## config.mk

```make
export PLATFORM = sky130hd
export DESIGN_NAME = stream_scaler_top
export DESIGN_NICKNAME = d
export VERILOG_FILES = /design/src/stream_pkg.sv /design/src/fifo.sv /design/src/gain_stage.sv /design/src/scaler_regs.sv /design/src/stream_scaler_top.sv
export SDC_FILE = /design/constraint.sdc
export NUM_CORES = 1
export LEC_CHECK = 0
export BUFFER_PORTS_ARGS = -buffer_cell sky130_fd_sc_hd__buf_2
export CORE_MARGIN = 3
export CORE_UTILIZATION = 45
export DETAILED_ROUTE_END_ITERATION = 8
export SETUP_SLACK_MARGIN = 0.3
export SLEW_MARGIN = 40
export SYNTH_ARGS = -nofsm -noshare
export SYNTH_HDL_FRONTEND = slang
export SYNTH_HIERARCHICAL = 1
export SYNTH_SLANG_ARGS = --single-unit
```

## constraint.sdc

```tcl
create_clock -name clk_i -period 29.1 [get_ports clk_i]
set_clock_uncertainty 0.2 [all_clocks]
set_input_delay 4.365 -clock clk_i [delete_from_list [all_inputs] [get_ports clk_i]]
set_output_delay 4.365 -clock clk_i [all_outputs]
set_load 0.01 [all_outputs]
```

## src/stream_pkg.sv

```systemverilog
// Stream scaler shared types for samples, gain, output words and register map
`default_nettype none

package stream_pkg;

  // Signed stream sample
  typedef logic signed [15:0] sample_t;

  // Unsigned Q4.4 gain, 16 is unity
  typedef logic [7:0] gain_t;

  // Output FIFO payload
  typedef struct packed {
    logic    sat;     // Result was clipped
    sample_t sample;
  } out_word_t;

  typedef logic [1:0]  reg_addr_t;
  typedef logic [15:0] reg_data_t;

  // Register map
  localparam reg_addr_t ADDR_GAIN   = 2'd0;
  localparam reg_addr_t ADDR_OFFSET = 2'd1;
  localparam reg_addr_t ADDR_CTRL   = 2'd2;
  localparam reg_addr_t ADDR_SATCNT = 2'd3;

  localparam gain_t GainReset = 8'd16;  // Unity

endpackage

`default_nettype wire

```

## src/fifo.sv

```systemverilog
// Fall-through FIFO with valid/ready handshake on both sides and a generic payload type
`default_nettype none

module fifo #(
  parameter type data_t = logic [15:0],  // Payload type
  parameter int  Depth  = 8              // Number of stored entries
) (
  input  logic  clk_i,
  input  logic  arst_ni,

  // Write side
  input  data_t data_in_i,
  input  logic  data_in_valid_i,
  output logic  data_in_ready_o,

  // Read side
  output data_t data_out_o,
  output logic  data_out_valid_o,
  input  logic  data_out_ready_i
);

  localparam int PtrW = $clog2(Depth) + 1;

  data_t fifo_mem [Depth];

  logic [PtrW-1:0] wr_ptr;
  logic [PtrW-1:0] rd_ptr;
  logic [PtrW-1:0] wr_ptr_next;
  logic [PtrW-1:0] rd_ptr_next;
  logic [PtrW-1:0] str_count;  // Entries currently held

  logic data_in_hs;
  logic data_out_hs;

  assign data_in_hs  = data_in_valid_i && data_in_ready_o;
  assign data_out_hs = data_out_valid_o && data_out_ready_i;

  // When full, a pop in the same cycle frees a slot
  assign data_in_ready_o  = (str_count == PtrW'(Depth)) ? data_out_ready_i : 1'b1;
  // Empty buffer passes the input straight through
  assign data_out_valid_o = (str_count == '0) ? data_in_valid_i : 1'b1;
  assign data_out_o       = (str_count != '0) ? fifo_mem[rd_ptr[PtrW-2:0]] : data_in_i;

  // Pointers wrap at Depth
  assign wr_ptr_next = ((wr_ptr + 1'b1) == PtrW'(Depth)) ? '0 : wr_ptr + 1'b1;
  assign rd_ptr_next = ((rd_ptr + 1'b1) == PtrW'(Depth)) ? '0 : rd_ptr + 1'b1;

  always_ff @(posedge clk_i or negedge arst_ni) begin
    if (!arst_ni) begin
      str_count <= '0;
      wr_ptr    <= '0;
      rd_ptr    <= '0;
    end else begin
      case ({data_in_hs, data_out_hs})
        2'b11: begin  // Push and pop, count holds
          wr_ptr <= wr_ptr_next;
          rd_ptr <= rd_ptr_next;
        end
        2'b10: begin
          wr_ptr    <= wr_ptr_next;
          str_count <= str_count + 1'b1;
        end
        2'b01: begin
          rd_ptr    <= rd_ptr_next;
          str_count <= str_count - 1'b1;
        end
        default: ;  // Idle
      endcase
    end
  end

  // Storage
  always_ff @(posedge clk_i) begin
    if (data_in_hs) begin
      fifo_mem[wr_ptr[PtrW-2:0]] <= data_in_i;
    end
  end

endmodule

`default_nettype wire

```

## src/gain_stage.sv

```systemverilog
// Gain stage that multiplies by a Q4.4 gain, adds an offset and saturates, one register deep
`default_nettype none

module gain_stage (
  input  logic                 clk_i,
  input  logic                 arst_ni,
  input  stream_pkg::sample_t  in_data_i,
  input  logic                 in_valid_i,
  output logic                 in_ready_o,
  output stream_pkg::out_word_t out_data_o,
  output logic                 out_valid_o,
  input  logic                 out_ready_i,
  input  stream_pkg::gain_t    gain_i,
  input  stream_pkg::sample_t  offset_i,
  input  logic                 enable_i,
  output logic                 sat_o
);

  localparam int SumW = 26;  // Room for 16x9 product plus offset
  localparam logic signed [SumW-1:0] SatMax = 32767;
  localparam logic signed [SumW-1:0] SatMin = -32768;

  logic signed [8:0]      gain_ext;
  logic signed [24:0]     product;
  logic signed [SumW-1:0] sum;
  logic                   sat_hi;
  logic                   sat_lo;
  stream_pkg::out_word_t  result;

  logic                   out_valid_q;
  stream_pkg::out_word_t  out_data_q;
  logic                   in_hs;
  logic                   out_hs;

  assign gain_ext = {1'b0, gain_i};  // Gain is unsigned
  assign product  = in_data_i * gain_ext;
  // Drop the four fraction bits, truncating toward minus infinity
  assign sum      = (product >>> 4) + offset_i;

  assign sat_hi = sum > SatMax;
  assign sat_lo = sum < SatMin;

  always_comb begin
    result.sat = sat_hi || sat_lo;
    if (sat_hi) begin
      result.sample = 16'sh7fff;
    end else if (sat_lo) begin
      result.sample = 16'sh8000;
    end else begin
      result.sample = sum[15:0];
    end
  end

  // Register drains even while disabled
  assign in_ready_o = enable_i && (!out_valid_q || out_ready_i);
  assign in_hs      = in_valid_i && in_ready_o;
  assign out_hs     = out_valid_q && out_ready_i;

  always_ff @(posedge clk_i or negedge arst_ni) begin
    if (!arst_ni) begin
      out_valid_q <= 1'b0;
    end else if (in_hs) begin
      out_valid_q <= 1'b1;
    end else if (out_hs) begin
      out_valid_q <= 1'b0;
    end
  end

  always_ff @(posedge clk_i) begin
    if (in_hs) begin
      out_data_q <= result;
    end
  end

  assign out_data_o  = out_data_q;
  assign out_valid_o = out_valid_q;
  assign sat_o       = in_hs && result.sat;  // Strobe on load of a clipped word

endmodule

`default_nettype wire

```

## src/scaler_regs.sv

```systemverilog
// Scaler register bank on a four-phase req/ack bus with gain, offset, enable and a clip counter
`default_nettype none

module scaler_regs (
  input  logic                  clk_i,
  input  logic                  arst_ni,
  input  logic                  reg_req_i,
  input  logic                  reg_we_i,
  input  stream_pkg::reg_addr_t reg_addr_i,
  input  stream_pkg::reg_data_t reg_wdata_i,
  output logic                  reg_ack_o,
  output stream_pkg::reg_data_t reg_rdata_o,
  input  logic                  sat_i,
  output stream_pkg::gain_t     gain_o,
  output stream_pkg::sample_t   offset_o,
  output logic                  enable_o
);

  typedef enum logic {
    ST_IDLE,
    ST_ACK
  } state_e;

  state_e                state_q;
  logic                  access;  // Request seen while idle
  logic                  sat_clr;
  stream_pkg::reg_data_t read_mux;
  stream_pkg::reg_data_t rdata_q;

  stream_pkg::gain_t     gain_q;
  stream_pkg::sample_t   offset_q;
  logic                  enable_q;
  logic [15:0]           sat_cnt_q;

  assign access  = (state_q == ST_IDLE) && reg_req_i;
  assign sat_clr = access && reg_we_i && (reg_addr_i == stream_pkg::ADDR_SATCNT);

  // Handshake FSM, ack holds until req falls
  always_ff @(posedge clk_i or negedge arst_ni) begin
    if (!arst_ni) begin
      state_q <= ST_IDLE;
    end else begin
      case (state_q)
        ST_IDLE: if (reg_req_i) state_q <= ST_ACK;
        ST_ACK:  if (!reg_req_i) state_q <= ST_IDLE;
        default: state_q <= ST_IDLE;
      endcase
    end
  end

  // Configuration writes
  always_ff @(posedge clk_i or negedge arst_ni) begin
    if (!arst_ni) begin
      gain_q   <= stream_pkg::GainReset;
      offset_q <= '0;
      enable_q <= 1'b0;
    end else if (access && reg_we_i) begin
      case (reg_addr_i)
        stream_pkg::ADDR_GAIN:   gain_q   <= reg_wdata_i[7:0];
        stream_pkg::ADDR_OFFSET: offset_q <= reg_wdata_i;
        stream_pkg::ADDR_CTRL:   enable_q <= reg_wdata_i[0];
        default: ;  // Counter clear handled below
      endcase
    end
  end

  // Saturating clip counter, clear has priority
  always_ff @(posedge clk_i or negedge arst_ni) begin
    if (!arst_ni) begin
      sat_cnt_q <= '0;
    end else if (sat_clr) begin
      sat_cnt_q <= '0;
    end else if (sat_i && (sat_cnt_q != 16'hffff)) begin
      sat_cnt_q <= sat_cnt_q + 1'b1;
    end
  end

  always_comb begin
    case (reg_addr_i)
      stream_pkg::ADDR_GAIN:   read_mux = {8'h00, gain_q};
      stream_pkg::ADDR_OFFSET: read_mux = offset_q;
      stream_pkg::ADDR_CTRL:   read_mux = {15'h0000, enable_q};
      default:                 read_mux = sat_cnt_q;
    endcase
  end

  // Read data captured with the rising ack
  always_ff @(posedge clk_i) begin
    if (access) begin
      rdata_q <= read_mux;
    end
  end

  assign reg_ack_o   = (state_q == ST_ACK);
  assign reg_rdata_o = rdata_q;
  assign gain_o      = gain_q;
  assign offset_o    = offset_q;
  assign enable_o    = enable_q;

endmodule

`default_nettype wire

```

## src/stream_scaler_top.sv

```systemverilog
// Sample stream scaler with input FIFO, gain stage, output FIFO and register bank
`default_nettype none

module stream_scaler_top #(
  parameter int InDepth  = 4,
  parameter int OutDepth = 4
) (
  input  logic                  clk_i,
  input  logic                  arst_ni,

  // Sample input stream
  input  stream_pkg::sample_t   s_data_i,
  input  logic                  s_valid_i,
  output logic                  s_ready_o,

  // Scaled output stream
  output stream_pkg::sample_t   m_data_o,
  output logic                  m_sat_o,
  output logic                  m_valid_o,
  input  logic                  m_ready_i,

  // Register bus
  input  logic                  reg_req_i,
  input  logic                  reg_we_i,
  input  stream_pkg::reg_addr_t reg_addr_i,
  input  stream_pkg::reg_data_t reg_wdata_i,
  output logic                  reg_ack_o,
  output stream_pkg::reg_data_t reg_rdata_o
);

  stream_pkg::sample_t   in_fifo_data;
  logic                  in_fifo_valid;
  logic                  gs_in_ready;
  stream_pkg::out_word_t gs_data;
  logic                  gs_valid;
  logic                  out_fifo_ready;
  stream_pkg::out_word_t out_word;

  stream_pkg::gain_t     gain;
  stream_pkg::sample_t   offset;
  logic                  enable;
  logic                  sat_pulse;

  fifo #(
    .data_t (stream_pkg::sample_t),
    .Depth  (InDepth)
  ) u_in_fifo (
    .clk_i            (clk_i),
    .arst_ni          (arst_ni),
    .data_in_i        (s_data_i),
    .data_in_valid_i  (s_valid_i),
    .data_in_ready_o  (s_ready_o),
    .data_out_o       (in_fifo_data),
    .data_out_valid_o (in_fifo_valid),
    .data_out_ready_i (gs_in_ready)
  );

  gain_stage u_gain_stage (
    .clk_i       (clk_i),
    .arst_ni     (arst_ni),
    .in_data_i   (in_fifo_data),
    .in_valid_i  (in_fifo_valid),
    .in_ready_o  (gs_in_ready),
    .out_data_o  (gs_data),
    .out_valid_o (gs_valid),
    .out_ready_i (out_fifo_ready),
    .gain_i      (gain),
    .offset_i    (offset),
    .enable_i    (enable),
    .sat_o       (sat_pulse)
  );

  fifo #(
    .data_t (stream_pkg::out_word_t),
    .Depth  (OutDepth)
  ) u_out_fifo (
    .clk_i            (clk_i),
    .arst_ni          (arst_ni),
    .data_in_i        (gs_data),
    .data_in_valid_i  (gs_valid),
    .data_in_ready_o  (out_fifo_ready),
    .data_out_o       (out_word),
    .data_out_valid_o (m_valid_o),
    .data_out_ready_i (m_ready_i)
  );

  scaler_regs u_regs (
    .clk_i       (clk_i),
    .arst_ni     (arst_ni),
    .reg_req_i   (reg_req_i),
    .reg_we_i    (reg_we_i),
    .reg_addr_i  (reg_addr_i),
    .reg_wdata_i (reg_wdata_i),
    .reg_ack_o   (reg_ack_o),
    .reg_rdata_o (reg_rdata_o),
    .sat_i       (sat_pulse),
    .gain_o      (gain),
    .offset_o    (offset),
    .enable_o    (enable)
  );

  assign m_data_o = out_word.sample;
  assign m_sat_o  = out_word.sat;  // Clip flag travels with its sample

endmodule

`default_nettype wire

```

==> reports/results.ini, run 1 <==
[timing]
layout_worst_path_cycle_share_pct = 44.7
grt_setup_unrepaired = no
maxClockFrequency_mhz = 76.9
max-slew-margin-rel_pct = 48.6
setup_viol = 0
fin_ws_ps = 16100
finalHoldViolations = 0
final-max-slew-violation-count = 0
final.min_clock_period_ps = 13000
tightestPinTransition_ps = 771
fin_tns_setup_ps = 0

[clock_network]
clkSlewWorstSetupHoldPaths_ps = 60
clock-sinks = 226
h-tree-depth = 1
clock_tree.buffer_depth = 3
cts_hold_buf = 0
clock_latency_ps = 550
clockRootBuffer = clkbuf_16
cts_inserted_buffers = 27
tritoncts = built
postCtsResizedCells = 0
buffer_count_from_post_cts_setup_fixing = 0

[min_path]
hp-class = flip-flop to flip-flop

[setup_path]
worstPathArrival_ps = 13270
critPathKind = primary input to flip-flop
worst_path_dominant_cell_family = adder cells
kind_of_start_point_of_the_critical_path = primary input
cp.required_ps = 29370
endpoint_kind = flip-flop
cp_slowest_stage_delay_ps = 560
most_used_cell_along_the_critical_path = fa_1
crit_buf_inv = 4
worstPathMaxFanout = 10
critical_path.slowest_cell = fa_1

[cells_and_area]
area_growth_syn_to_layout_pct = 10.9
layout.cells.most_common = inv_1
final_area_um2 = 17500
nets = 1635
drive_above_1_share_pct = 17.1
highest_count_cells_in_the_layout_ignoring_fill_and_taps = 191 x inv_1, 165 x edfxtp_1, 105 x fa_1, 99 x nand2_1, 93 x ha_1
antenna_cells_inserted = 0

[synth]
synth_nets = 1560
yosys_warnings = 6
ys_seq_area_share_pct = 41.1
synth_cells = 1322
syn_avg_cell_area_um2 = 11.9
mappedNetlistArea_um2 = 15800
number_of_synthesized_flops_with_an_enable_pin = 165
synth.ff_latch_count = 226
synthArstFlopShare_pct = 27.0
most_instantiated_flip_flop_cell_in_the_synthesis_netlist = edfxtp_1
netlist-cell-type-count = 79

[routing]
post_drt_via_cell_ratio = 5.38
wl_per_cell_um = 17.6
dr_total_vias = 10000
wirelength_um = 32800
route.detailed.drc = 0
dr.pass1.iters = 5
antenna_left = 0
first_iter_violations = 528

[placement]
detailedPlacementHpwl_um = 24400
place_ws_ps = 15610
gpl_congestion = 0.843
dpl-instance-area_um2 = 16600
io_buffer_count = 75

[global_routing]
grt_overflow = 0
gr-usage-met1_pct = 24.1
grt_max_degree = 62
globalRouteTotalUtil_pct = 18.0
grt_antenna_before_repair = 0
grt_pass1_vias = 10600
grt_met3_use_pct = 2.40
met2_usage_pct = 31.3
first_pass_grt_wire_length_um = 55700
grt.busiest_layer = met2

[run]
maxCapViolations = 0

[floorplanning]
fp.dieArea_um2 = 37300
dieWidth_um = 193
top_level_pins = 76
row_count = 67
core-area_um2 = 34000
floorplan.initialDensity_pct = 46.3
chipHeight_um = 193

[status]
outcome = complete, no violations

-- Yosys cell counts (8+ instances only) --
cell type  number  area, um^2
a211oi_1       12        90.1
a21o_1         11        82.6
a21oi_1        47         235
and2_1         73         457
and3_1         13        81.3
clkbuf_1       20        75.1
dfrtp_1        60        1500
edfxtp_1      165        4950
fa_1          105        2100
ha_1           93        1160
inv_1         191         717
mux2_2         65         732
mux2i_1        17         170
mux4_1         17         447
mux4_2         17         383
nand2_1        99         372
nand2b_1       13        81.3
nand3_1        23         115
nor2_1         30         113
nor2b_1        14        87.6
nor3_1         18        90.1
o211ai_1        8        60.1
o21a_1          9        67.6
o21ai_0        35         175
or3_1          12        75.1
xnor2_1        24         210
xor2_1         19         166
-- flip-flops by register name, indices dropped and copies added, names as in the netlist, 8 cells and up --
signal                   count
u_in_fifo/fifo_mem          64
u_regs/gain_o                8
u_gain_stage/out_data_o     17
u_regs/sat_cnt_q            16
u_regs/reg_rdata_o          16
u_regs/offset_o             16
u_out_fifo/fifo_mem         68
-- per-stage QoR --
stage,hold slack (ps),util (%),cells
after floorplan,276,-,1322
after global placement,313,48.7,1814
after detailed placement,333,48.8,1816
after CTS,342,51.4,1865
after global routing,371,51.4,1865
final,338,51.4,1865
-- final cells by class --
| type | instances | area, um^2 |
|---|---|---|
| Multi-Input combinational cell | 866 | 8390 |
| Clock buffer | 30 | 687 |
| Clock inverter | 19 | 198 |
| Timing Repair Buffer | 83 | 447 |
| Inverter | 193 | 724 |
| Fill cell | 3090 | 16500 |
| Sequential cell | 226 | 6490 |
| Tap cell | 448 | 561 |
-- final timing paths --
check	from	cells after the start	slack [ps]	to
min reg2reg	u_gain_stage/out_data_o[16]	0	340	u_out_fifo/fifo_mem[0][16]
min	u_gain_stage/out_data_o[16]	0	340	u_out_fifo/fifo_mem[0][16]
min in group asynchronous	arst_ni	2	3700	u_regs/sat_cnt_q[2]
max	s_data_i[1]	33	16100	u_regs/sat_cnt_q[11]
max reg2reg	u_in_fifo/rd_ptr[0]	34	18740	u_regs/sat_cnt_q[11]
max in group asynchronous	arst_ni	2	24510	u_out_fifo/rd_ptr[0]
-- routing by layer --
| metal | part of all wire, % | up-vias |
|---|---|---|
| met5 | 0 | - |
| met4 | 2.2 | 0 |
| met3 | 3.4 | 50 |
| met2 | 50 | 165 |
| met1 | 45 | 5051 |
| li1 | - | 4773 |
-- cell families after synthesis --
kind of cell	after synthesis	synth area share, %
multiplexers	116	11.0
flip-flops	226	41.1
AO/OA/AOI/OAI	173	7.47
XOR/XNOR	43	2.39
buffers and inverters	230	5.84
AND/OR/NAND/NOR	336	11.5
adder cells (fa/ha/maj)	198	20.7
Power of run 1 is left out: the tool's default activity adds up to more than one toggle a clock period on the data nets, which glitch-free logic cannot reach.
==> run 2, diff against run 1 <==
==> constraint.sdc (replaced) <==
create_clock -name clk_i -period 12.5 [get_ports clk_i]
set_clock_uncertainty 0.2 [all_clocks]
set_input_delay 1.875 -clock clk_i [delete_from_list [all_inputs] [get_ports clk_i]]
set_output_delay 1.875 -clock clk_i [all_outputs]
set_load 0.01 [all_outputs]
==> reports/results.ini, run 2 (synthesis gave the netlist of run 1 again) <==
[timing]
final-max-slew-violation-count = 0
maxClockFrequency_mhz = 95.4
setup_viol = 0
grt_setup_unrepaired = no
layout_worst_path_cycle_share_pct = 83.8
max-slew-margin-rel_pct = 47.5
final.min_clock_period_ps = 10480
fin_tns_setup_ps = 0
final.hold.worst_slack_ps = 338
tightestPinTransition_ps = 788
finalHoldViolations = 0

[routing]
wl_per_cell_um = 17.5
wirelength_um = 32600
dr_total_vias = 9932
antenna_left = 0
dr.pass1.iters = 5
first_iter_violations = 642
route.detailed.drc = 0
post_drt_via_cell_ratio = 5.33

[cells_and_area]
n_fill_cell = 3079
layout.cells.most_common = inv_1
drive_above_1_share_pct = 16.7
nets = 1634
area_growth_syn_to_layout_pct = 10.2
highest_count_cells_in_the_layout_ignoring_fill_and_taps = 191 x inv_1, 165 x edfxtp_1, 105 x fa_1, 99 x nand2_1, 93 x ha_1
ff_latch_area_um2 = 6490
multi_input_area_um2 = 8390
largest_register_ff_count = 68

[global_routing]
grt_pass1_vias = 10300
grt_antenna_before_repair = 1
globalRouteTotalUtil_pct = 18.0
first_pass_grt_wire_length_um = 55400
grt_max_degree = 62
grt_overflow = 0

[clock_network]
tritoncts = built
clock_tree.buffer_depth = 3
clock-sinks = 226
postCtsResizedCells = 0
clock_latency_ps = 540
h-tree-depth = 1
clkSlewWorstSetupHoldPaths_ps = 60
buffer_count_from_post_cts_setup_fixing = 0
cts_hold_buf = 0
cts_inserted_buffers = 26
clockRootBuffer = clkbuf_16

[setup_path]
worstPathArrival_ps = 10730
setup_slack_on_the_worst_flop_to_flop_path_ps = 2190
launch_point_of_the_worst_reg_to_reg_path = u_in_fifo/rd_ptr[0]
endpoint_kind = flip-flop
regToRegEndpoint = u_regs/sat_cnt_q[11]
worstPathMaxFanout = 10
cp.required_ps = 12760
worst-path-stages = 33
crit_start = s_data_i[1]
crit_end = u_regs/sat_cnt_q[11]
kind_of_start_point_of_the_critical_path = primary input
most_used_cell_along_the_critical_path = fa_1
critical_path.slowest_cell = fa_1
critPathKind = primary input to flip-flop
worst_r2r_path_depth = 34
cp_slowest_stage_delay_ps = 570
worst_path_dominant_cell_family = adder cells
crit_buf_inv = 4

[floorplanning]
dieWidth_um = 193
fp.dieArea_um2 = 37300
floorplan.initialDensity_pct = 46.3
row_count = 67
core-area_um2 = 34000
top_level_pins = 76
chipHeight_um = 193

[status]
outcome = complete, no violations

[min_path]
hp-class = flip-flop to flip-flop

[placement]
io_buffer_count = 75
detailedPlacementHpwl_um = 24300
gpl_congestion = 0.843

[run]
maxCapViolations = 0

run 2: cell types whose count changed in the layout (fill, tap and decap cells not counted):
cell,change
bufinv_16,-3
clkbuf_1,+2
diode_2,+1
clkinv_8,+1
clkinv_1,+2
clkbuf_16,-1
clkinvlp_4,+2
clkinv_2,-2
inv_16,-1
inv_6,-1
run 2: per-stage QoR:
stage                     setup slack [ps]  std cells  util, %  area [um^2]
final                                 2020       1865     51.1        17400
after global routing                  1320       1865     51.1        17400
after CTS                             2070       1864     51.1        17400
after detailed placement              1500       1816     48.8        16600
after global placement                1720       1814     48.7        16600
after floorplan                       2520       1322        -        15800
run 2: how the worst min path moves through the flow:
| stage | start | to | cells after the start |
|---|---|---|---|
| 6_report | u_gain_stage/out_data_o[16] | u_out_fifo/fifo_mem[3][16] | 0 |
| 3_3_place_gp | u_gain_stage/out_data_o[6] | u_out_fifo/fifo_mem[0][6] | 0 |
| 2_1_floorplan | u_gain_stage/out_data_o[0] | u_out_fifo/fifo_mem[0][0] | 0 |
| 5_1_grt | u_gain_stage/out_data_o[7] | u_out_fifo/fifo_mem[3][7] | 0 |
| 4_1_cts | u_in_fifo/wr_ptr[2] | u_in_fifo/wr_ptr[2] | 1 |
| 3_5_place_dp | u_in_fifo/wr_ptr[2] | u_in_fifo/wr_ptr[2] | 1 |
run 2: area by class of cell:
type	instances	share of cell area, %
clock buffers	31	3.85
inverters	193	4.17
diodes	1	0.0144
flip-flops and latches	226	37.3
clock inverters	17	0.619
repair buffers	83	2.57
multi-input cells	866	48.2
well taps	448	3.22
run 2: routing by layer:
metal  up-vias  share of wire (%)  track usage [%]
met2       135                 50             31.0
met4         0                2.1             4.58
met3        38                3.2             2.50
li1       4774                  -                -
met5         -                  0                0
met1      4985                 45             24.3
Power of run 2 is left out for the same reason.
